<file path="config.mk">
export PLATFORM = sky130hd
export DESIGN_NAME = int_core
export DESIGN_NICKNAME = d
export VERILOG_FILES = /design/src/logic/rv_pkg.sv /design/src/logic/decode_stage.sv /design/src/logic/execute_stage.sv /design/src/logic/instr_buffer.sv /design/src/logic/int_core.sv /design/src/logic/operand_stage.sv /design/src/logic/reg_file.sv
export SDC_FILE = /design/constraint.sdc
export NUM_CORES = 2
export LEC_CHECK = 0
export BUFFER_PORTS_ARGS = -buffer_cell sky130_fd_sc_hd__buf_2
export CAP_MARGIN = 25
export CORE_ASPECT_RATIO = 1.75
export CORE_MARGIN = 2
export CORE_UTILIZATION = 55
export DETAILED_ROUTE_END_ITERATION = 8
export HOLD_SLACK_MARGIN = 0.08
export PLACE_DENSITY_LB_ADDON = 0.12
export SLEW_MARGIN = 20
export SYNTH_ARGS = -nofsm -noshare
export SYNTH_HDL_FRONTEND = slang
export SYNTH_SLANG_ARGS = --single-unit
export TNS_END_PERCENT = 5
</file>
<file path="constraint.sdc">
create_clock -name clk -period 15.5 [get_ports clk]
set_input_delay 3.1 -clock clk [delete_from_list [all_inputs] [get_ports clk]]
set_output_delay 3.1 -clock clk [all_outputs]
set_load 0.005 [all_outputs]
</file>
<file path="src/logic/rv_pkg.sv">
`default_nettype none

package rv_pkg;

  // RV64 integer datapath
  parameter int XLEN = 64;
  parameter int REG_ADDR_W = 5;
  parameter int SHAMT_W = $clog2(XLEN);

  typedef logic [31:0] instr_t;
  typedef logic [REG_ADDR_W-1:0] reg_addr_t;
  typedef logic [XLEN-1:0] word_t;

  // Major opcodes the decoder recognises
  typedef enum logic [6:0] {
    OPC_OP_IMM = 7'b0010011,
    OPC_LUI    = 7'b0110111,
    OPC_OP     = 7'b0110011
  } opcode_e;

  typedef enum logic [2:0] {
    OP_ADD,
    OP_SUB,
    OP_AND,
    OP_OR,
    OP_XOR,
    OP_SLL,
    OP_LUI,
    OP_ILLEGAL
  } alu_op_e;

  // Decode stage output record
  typedef struct packed {
    logic      valid;
    alu_op_e   op;
    reg_addr_t rd;
    reg_addr_t rs1;
    reg_addr_t rs2;
    word_t     imm;
    logic      use_imm;
  } decoded_t;

  // Operand b already carries the immediate when one is used
  typedef struct packed {
    logic      valid;
    alu_op_e   op;
    reg_addr_t rd;
    word_t     a;
    word_t     b;
  } issue_t;

  typedef struct packed {
    logic      valid;
    reg_addr_t rd;
    word_t     value;
  } retire_t;

endpackage

`default_nettype wire

</file>
<file path="src/logic/decode_stage.sv">
`default_nettype none

module decode_stage (
  input  wire logic            clk,
  input  wire logic            reset,
  input  wire rv_pkg::instr_t  head,
  input  wire logic            not_empty,
  input  wire logic            hold,
  output logic                 pop,
  output rv_pkg::decoded_t     decoded
);
  import rv_pkg::*;

  opcode_e    opcode;
  logic [2:0] funct3;
  logic [6:0] funct7;
  decoded_t   rec;

  assign opcode = opcode_e'(head[6:0]);
  assign funct3 = head[14:12];
  assign funct7 = head[31:25];

  always_comb begin
    rec.rd      = head[11:7];
    rec.rs1     = head[19:15];
    rec.rs2     = head[24:20];
    rec.op      = OP_ILLEGAL;
    rec.imm     = '0;
    rec.use_imm = 1'b0;
    case (opcode)
      OPC_OP: begin
        if (funct7 == 7'b0000000) begin
          case (funct3)
            3'b000:  rec.op = OP_ADD;
            3'b001:  rec.op = OP_SLL;
            3'b100:  rec.op = OP_XOR;
            3'b110:  rec.op = OP_OR;
            3'b111:  rec.op = OP_AND;
            default: rec.op = OP_ILLEGAL;
          endcase
        end else if (funct7 == 7'b0100000 && funct3 == 3'b000) begin
          rec.op = OP_SUB;
        end
      end
      OPC_OP_IMM: begin
        // Only ADDI among the immediate forms
        if (funct3 == 3'b000) begin
          rec.op      = OP_ADD;
          rec.use_imm = 1'b1;
          rec.imm     = {{(XLEN-12){head[31]}}, head[31:20]};
        end
      end
      OPC_LUI: begin
        rec.op      = OP_LUI;
        rec.use_imm = 1'b1;
        rec.imm     = {{(XLEN-32){head[31]}}, head[31:12], 12'b0};
      end
      default: rec.op = OP_ILLEGAL;
    endcase
    // Illegal words are consumed here and never move on
    rec.valid = not_empty && (rec.op != OP_ILLEGAL);
  end

  // Hold only rises with a valid record, so no hold means free or advancing
  assign pop = not_empty && !hold;

  always_ff @(posedge clk) begin
    if (reset) begin
      decoded.valid <= 1'b0;
    end else if (!hold) begin
      decoded <= rec;
    end
  end

endmodule

`default_nettype wire

</file>
<file path="src/logic/execute_stage.sv">
`default_nettype none

module execute_stage (
  input  wire logic            clk,
  input  wire logic            reset,
  input  wire rv_pkg::issue_t  issue,
  output rv_pkg::retire_t      retire
);
  import rv_pkg::*;

  word_t result;

  always_comb begin
    case (issue.op)
      OP_ADD:  result = issue.a + issue.b;
      OP_SUB:  result = issue.a - issue.b;
      OP_AND:  result = issue.a & issue.b;
      OP_OR:   result = issue.a | issue.b;
      OP_XOR:  result = issue.a ^ issue.b;
      // Shift amount from the low six bits
      OP_SLL:  result = issue.a << issue.b[SHAMT_W-1:0];
      OP_LUI:  result = issue.b;
      default: result = '0;
    endcase
  end

  // Also the register write port, so x0 writes still show up here
  always_ff @(posedge clk) begin
    if (reset) begin
      retire.valid <= 1'b0;
    end else begin
      retire.valid <= issue.valid;
      if (issue.valid) begin
        retire.rd    <= issue.rd;
        retire.value <= result;
      end
    end
  end

endmodule

`default_nettype wire

</file>
<file path="src/logic/instr_buffer.sv">
`default_nettype none

module instr_buffer #(
  parameter int BUF_DEPTH = 4
) (
  input  wire logic            clk,
  input  wire logic            reset,
  input  wire logic            instr_valid,
  input  wire rv_pkg::instr_t  instr,
  input  wire logic            pop,
  output rv_pkg::instr_t       head,
  output logic                 not_empty,
  output logic                 credit_return
);
  import rv_pkg::*;

  localparam int PTR_W = (BUF_DEPTH > 1) ? $clog2(BUF_DEPTH) : 1;
  localparam int CNT_W = $clog2(BUF_DEPTH + 1);

  instr_t           mem [BUF_DEPTH];
  logic [PTR_W-1:0] wr_ptr;
  logic [PTR_W-1:0] rd_ptr;
  logic [CNT_W-1:0] count;
  logic             pop_fire;

  // Wrap for depths that are not a power of two
  function automatic logic [PTR_W-1:0] next_ptr(input logic [PTR_W-1:0] ptr);
    if (ptr == PTR_W'(BUF_DEPTH - 1)) begin
      return '0;
    end
    return ptr + 1'b1;
  endfunction

  assign not_empty = (count != '0);
  assign pop_fire  = pop && not_empty;
  assign head      = mem[rd_ptr];

  // Credits guarantee room, so writes are never refused
  always_ff @(posedge clk) begin
    if (instr_valid) begin
      mem[wr_ptr] <= instr;
    end
  end

  always_ff @(posedge clk) begin
    if (reset) begin
      wr_ptr        <= '0;
      rd_ptr        <= '0;
      count         <= '0;
      credit_return <= 1'b0;
    end else begin
      if (instr_valid) begin
        wr_ptr <= next_ptr(wr_ptr);
      end
      if (pop_fire) begin
        rd_ptr <= next_ptr(rd_ptr);
      end
      case ({instr_valid, pop_fire})
        2'b10:   count <= count + 1'b1;
        2'b01:   count <= count - 1'b1;
        default: count <= count;
      endcase
      // One credit back per freed entry
      credit_return <= pop_fire;
    end
  end

endmodule

`default_nettype wire

</file>
<file path="src/logic/int_core.sv">
`default_nettype none

module int_core #(
  parameter int BUF_DEPTH = 4
) (
  input  wire logic            clk,
  input  wire logic            reset,
  input  wire logic            instr_valid,
  input  wire rv_pkg::instr_t  instr,
  output logic                 credit_return,
  output rv_pkg::retire_t      retire
);
  import rv_pkg::*;

  instr_t   head;
  logic     not_empty;
  logic     pop;
  logic     hold;
  decoded_t decoded;
  issue_t   issue;

  // Credited input queue
  instr_buffer #(
    .BUF_DEPTH (BUF_DEPTH)
  ) i_instr_buffer (
    .clk           (clk),
    .reset         (reset),
    .instr_valid   (instr_valid),
    .instr         (instr),
    .pop           (pop),
    .head          (head),
    .not_empty     (not_empty),
    .credit_return (credit_return)
  );

  decode_stage i_decode_stage (
    .clk       (clk),
    .reset     (reset),
    .head      (head),
    .not_empty (not_empty),
    .hold      (hold),
    .pop       (pop),
    .decoded   (decoded)
  );

  // Retire feeds back for register write and busy clear
  operand_stage i_operand_stage (
    .clk     (clk),
    .reset   (reset),
    .decoded (decoded),
    .wb      (retire),
    .hold    (hold),
    .issue   (issue)
  );

  execute_stage i_execute_stage (
    .clk    (clk),
    .reset  (reset),
    .issue  (issue),
    .retire (retire)
  );

endmodule

`default_nettype wire

</file>
<file path="src/logic/operand_stage.sv">
`default_nettype none

module operand_stage (
  input  wire logic              clk,
  input  wire logic              reset,
  input  wire rv_pkg::decoded_t  decoded,
  input  wire rv_pkg::retire_t   wb,
  output logic                   hold,
  output rv_pkg::issue_t         issue
);
  import rv_pkg::*;

  logic [31:0] busy;
  word_t       rdata1;
  word_t       rdata2;
  logic        uses_rs1;
  logic        uses_rs2;
  logic        hazard;
  logic        fire;

  reg_file i_reg_file (
    .clk    (clk),
    .reset  (reset),
    .rs1    (decoded.rs1),
    .rs2    (decoded.rs2),
    .rdata1 (rdata1),
    .rdata2 (rdata2),
    .wr     (wb)
  );

  // LUI reads no register, immediate forms skip rs2
  assign uses_rs1 = (decoded.op != OP_LUI);
  assign uses_rs2 = !decoded.use_imm;
  assign hazard   = (uses_rs1 && busy[decoded.rs1]) || (uses_rs2 && busy[decoded.rs2]);
  assign hold     = decoded.valid && hazard;
  assign fire     = decoded.valid && !hazard;

  // Scoreboard; a new issue to the same rd wins over a retire clear
  always_ff @(posedge clk) begin
    if (reset) begin
      busy <= '0;
    end else begin
      // A younger write to the same rd sitting in issue keeps the bit set
      if (wb.valid && !(issue.valid && issue.rd == wb.rd)) begin
        busy[wb.rd] <= 1'b0;
      end
      if (fire && decoded.rd != '0) begin
        busy[decoded.rd] <= 1'b1;
      end
    end
  end

  always_ff @(posedge clk) begin
    if (reset) begin
      issue.valid <= 1'b0;
    end else begin
      issue.valid <= fire;
      if (fire) begin
        issue.op <= decoded.op;
        issue.rd <= decoded.rd;
        issue.a  <= rdata1;
        issue.b  <= decoded.use_imm ? decoded.imm : rdata2;
      end
    end
  end

endmodule

`default_nettype wire

</file>
<file path="src/logic/reg_file.sv">
`default_nettype none

module reg_file (
  input  wire logic              clk,
  input  wire logic              reset,
  input  wire rv_pkg::reg_addr_t rs1,
  input  wire rv_pkg::reg_addr_t rs2,
  output rv_pkg::word_t          rdata1,
  output rv_pkg::word_t          rdata2,
  input  wire rv_pkg::retire_t   wr
);
  import rv_pkg::*;

  word_t regs [32];

  // Entry zero is cleared by reset and never written
  always_ff @(posedge clk) begin
    if (reset) begin
      for (int i = 0; i < 32; i++) begin
        regs[i] <= '0;
      end
    end else if (wr.valid && wr.rd != '0) begin
      regs[wr.rd] <= wr.value;
    end
  end

  assign rdata1 = regs[rs1];
  assign rdata2 = regs[rs2];

endmodule

`default_nettype wire

</file>
==> flow_summary.toml <==
[outcome]
outcome = "complete, no violations"

[synthesis]
synthFlopType = "edfxtp_1"
yosysWarnings = 0
netlist_instances = 8983
synth_seq_cells = 2482
synth.area.top_cells = "edfxtp_1 (54%), mux4_2 (23%), and2_1 (9.3%), clkbuf_1 (1.9%), ha_1 (1.8%)"
ys_seq_area_frac = 0.545
syn_area_um2 = 136000
synth.top_cell.area_share = 0.538
synth_largest_area_cell = "edfxtp_1"
async_flop_share = 0
synth_edf_count = 2432
syn-mean-instance-area_um2 = 15.1
synth_cell_types = 99

[global_routing]
grt_pass1_vias = 89337
gr-usage-all-layers = 0.410
grt_max_degree = 143
grt_pass1_wl_mm = 706
grt-ovfl-total = 0
antenna_found_initial = 115

[placement]
place_hpwl_mm = 321
port_buffers = 105
gp_congestion = 0.975

[timing]
period_share = 0.430
fmax_mhz = 150
max_slew_margin = 0.0754
slew_viol_final = 0
fin_crit_ps = 6660
tightest_slew_ps = 1390
fin_skew_ps = 85.9
rsz0062_at_grt = "false"
setup_viol = 0
hold_viol = 0
fin_tns_setup_ps = 0

[worst_setup_path]
crit_required_ps = 16180
crit_type = "reg2reg"
crit_path_end_kind = "flip-flop"
cp_data_arrival_time_ps = 7340
start_kind = "flip-flop"
crit_fanout = 24

[cells_and_area]
layout_common_cells = "edfxtp_1 (2432), and2_1 (2012), mux4_2 (1376)"
final_layout_size_suffix_gt1_frac = 0.257
layout_commonest_cell = "edfxtp_1"
nets = 9056
area_delta_synth_final_pct = 9.51
num-fill-cells = 18649

[cts]
postCtsHoldBufs = 0
clock_path_buffers = 4
htreeDepth = 4
cts_setup_buffers = 0
cts-resized-gates = 0
clk_pin_slew_ps = 70
cts_tree = "built"
clockRootBuffer = "clkbuf_16"
cts_buffers = 230
cts_sinks = 2482
insertion_delay_ps = 930

[pwr]
cellPowerDensity_nw_per_um2 = 132
finalPower_mw = 19.6
peakVddDrop_uv = 120
leakage_nw = 52.9

[floorplan]
start_util = 0.552
die_w_um = 380
die_h_um = 661
boundaryPins = 106
rows = 241
die_area_um2 = 251000
coreArea_um2 = 246000

[detailed_routing]
vias = 88238
firstDrtPassIters = 5
drt_iter0_drc = 13679
ant_nets = 0
drc_errors = 0
wire_per_inst_um = 41.5
viasPerCell = 7.12
postRouteWirelength_mm = 514

[worst_hold_path]
hold_path_class = "reg2reg"

[flow_run]
max_cap_violations = 0
## final cells by class
type	instances	area, µm²	area share
clock inverters	137	1500	0.0101
flip-flops and latches	2482	74100	0.498
diodes	109	273	0.00183
inverters	158	594	0.00399
well taps	3280	4100	0.0276
multi-input cells	5546	58800	0.395
repair buffers	402	3410	0.0229
clock buffers	280	6010	0.0404
## routing by layer
metal | share of wire | vias up | global-route usage | wire length (µm)
met1 | 0.31 | 45320 | 0.468 | 158000
met5 | 0.00039 | - | 0 | 198
li1 | - | 34420 | - | -
met2 | 0.48 | 6630 | 0.657 | 248000
met4 | 0.10 | 32 | 0.372 | 52900
met3 | 0.11 | 1836 | 0.0813 | 55300
## flip-flops by register name (all words and copies together) (netlist names), named ones only
name,cells
i_instr_buffer.rd_ptr,2
i_execute_stage.retire,70
i_instr_buffer.wr_ptr,2
i_instr_buffer.mem,128
i_instr_buffer.credit_return,1
i_decode_stage.decoded,52
i_operand_stage.busy,32
i_operand_stage.issue,137
i_operand_stage.i_reg_file.regs,2048
i_instr_buffer.count,3
## final timing paths
path	to	cells past startpoint	slack, ps	startpoint
worst max-delay path	i_execute_stage.retire[58]$_DFFE_PP_	17	8840	i_operand_stage.issue[1]$_DFFE_PP_
worst min-delay path	i_execute_stage.retire[65]$_DFFE_PP_	0	480	i_operand_stage.issue[129]$_DFFE_PP_
worst max register to register	i_execute_stage.retire[58]$_DFFE_PP_	17	8840	i_operand_stage.issue[1]$_DFFE_PP_
worst min register to register	i_execute_stage.retire[65]$_DFFE_PP_	0	480	i_operand_stage.issue[129]$_DFFE_PP_
## Yosys cell counts (all sizes together) (13+ instances only)
library cell	count
and2	2013
o21ai	260
nor2	208
a22oi	23
nor4	13
clkbuf	699
nand4	29
a221oi	34
nor3	33
o221ai	22
edfxtp	2432
mux4	1376
nand3	31
o21bai	16
nand2	368
mux2i	98
mux2	78
ha	199
a31oi	27
xnor2	91
a21oi	145
buf	161
and3	15
o31ai	18
inv	155
xor2	26
a221o	17
dfxtp	50
a211oi	42
a21o	36
o211ai	31
a32o	24
nor2b	50
## power breakdown
group | leakage, nW | switching [mW] | total [mW] | internal (mW)
clock | 3.65 | 2.64 | 5.90 | 3.27
combinational | 24.1 | 3.23 | 5.78 | 2.55
sequential | 25.1 | 0.265 | 7.95 | 7.68
total | 52.9 | 6.13 | 19.6 | 13.5
## worst max-delay path, cell delays in order (launching register included)
cell and delay, ps:
edfxtp_1 330, buf_4 320, clkinv_1 670, ha_1 540, and4_1 210, and2_1 290, a31oi_1 240, xnor2_1 90
ha_1 410, nand2_1 160, nor3_1 350, o211ai_1 480, a2111o_1 610, a21oi_1 300, nor2_1 170, o221a_1 330
xnor2_1 460, a221o_1 490
## stage by stage
step / setup slack [ps] / cell area (µm²) / hold WS (ps) / std cells / utilization
2_1_floorplan: 5680 / 136000 / 424 / 9046 / -
3_3_place_gp: 8290 / 140000 / 452 / 11828 / 0.570
3_5_place_dp: 8250 / 141000 / 462 / 11852 / 0.572
4_1_cts: 9120 / 148000 / 478 / 12269 / 0.602
5_1_grt: 8750 / 149000 / 487 / 12348 / 0.604
6_report: 8840 / 149000 / 476 / 12394 / 0.605
## kinds of logic (layout without fill, tap and decap cells)
group	after synthesis	in the layout	share of synthesized area
DFF	2482	2482	0.545
adders and majority gates	202	202	0.0187
buffers and inverters	1018	977	0.0287
AOI/OAI and AO/OA	782	782	0.0379
muxes	1552	1552	0.242
other	1	173	0.0000276
and+or+nand+nor	2829	2829	0.120
xor gates and xnor gates	117	117	0.00760
(Power assumes the default switching activity.)
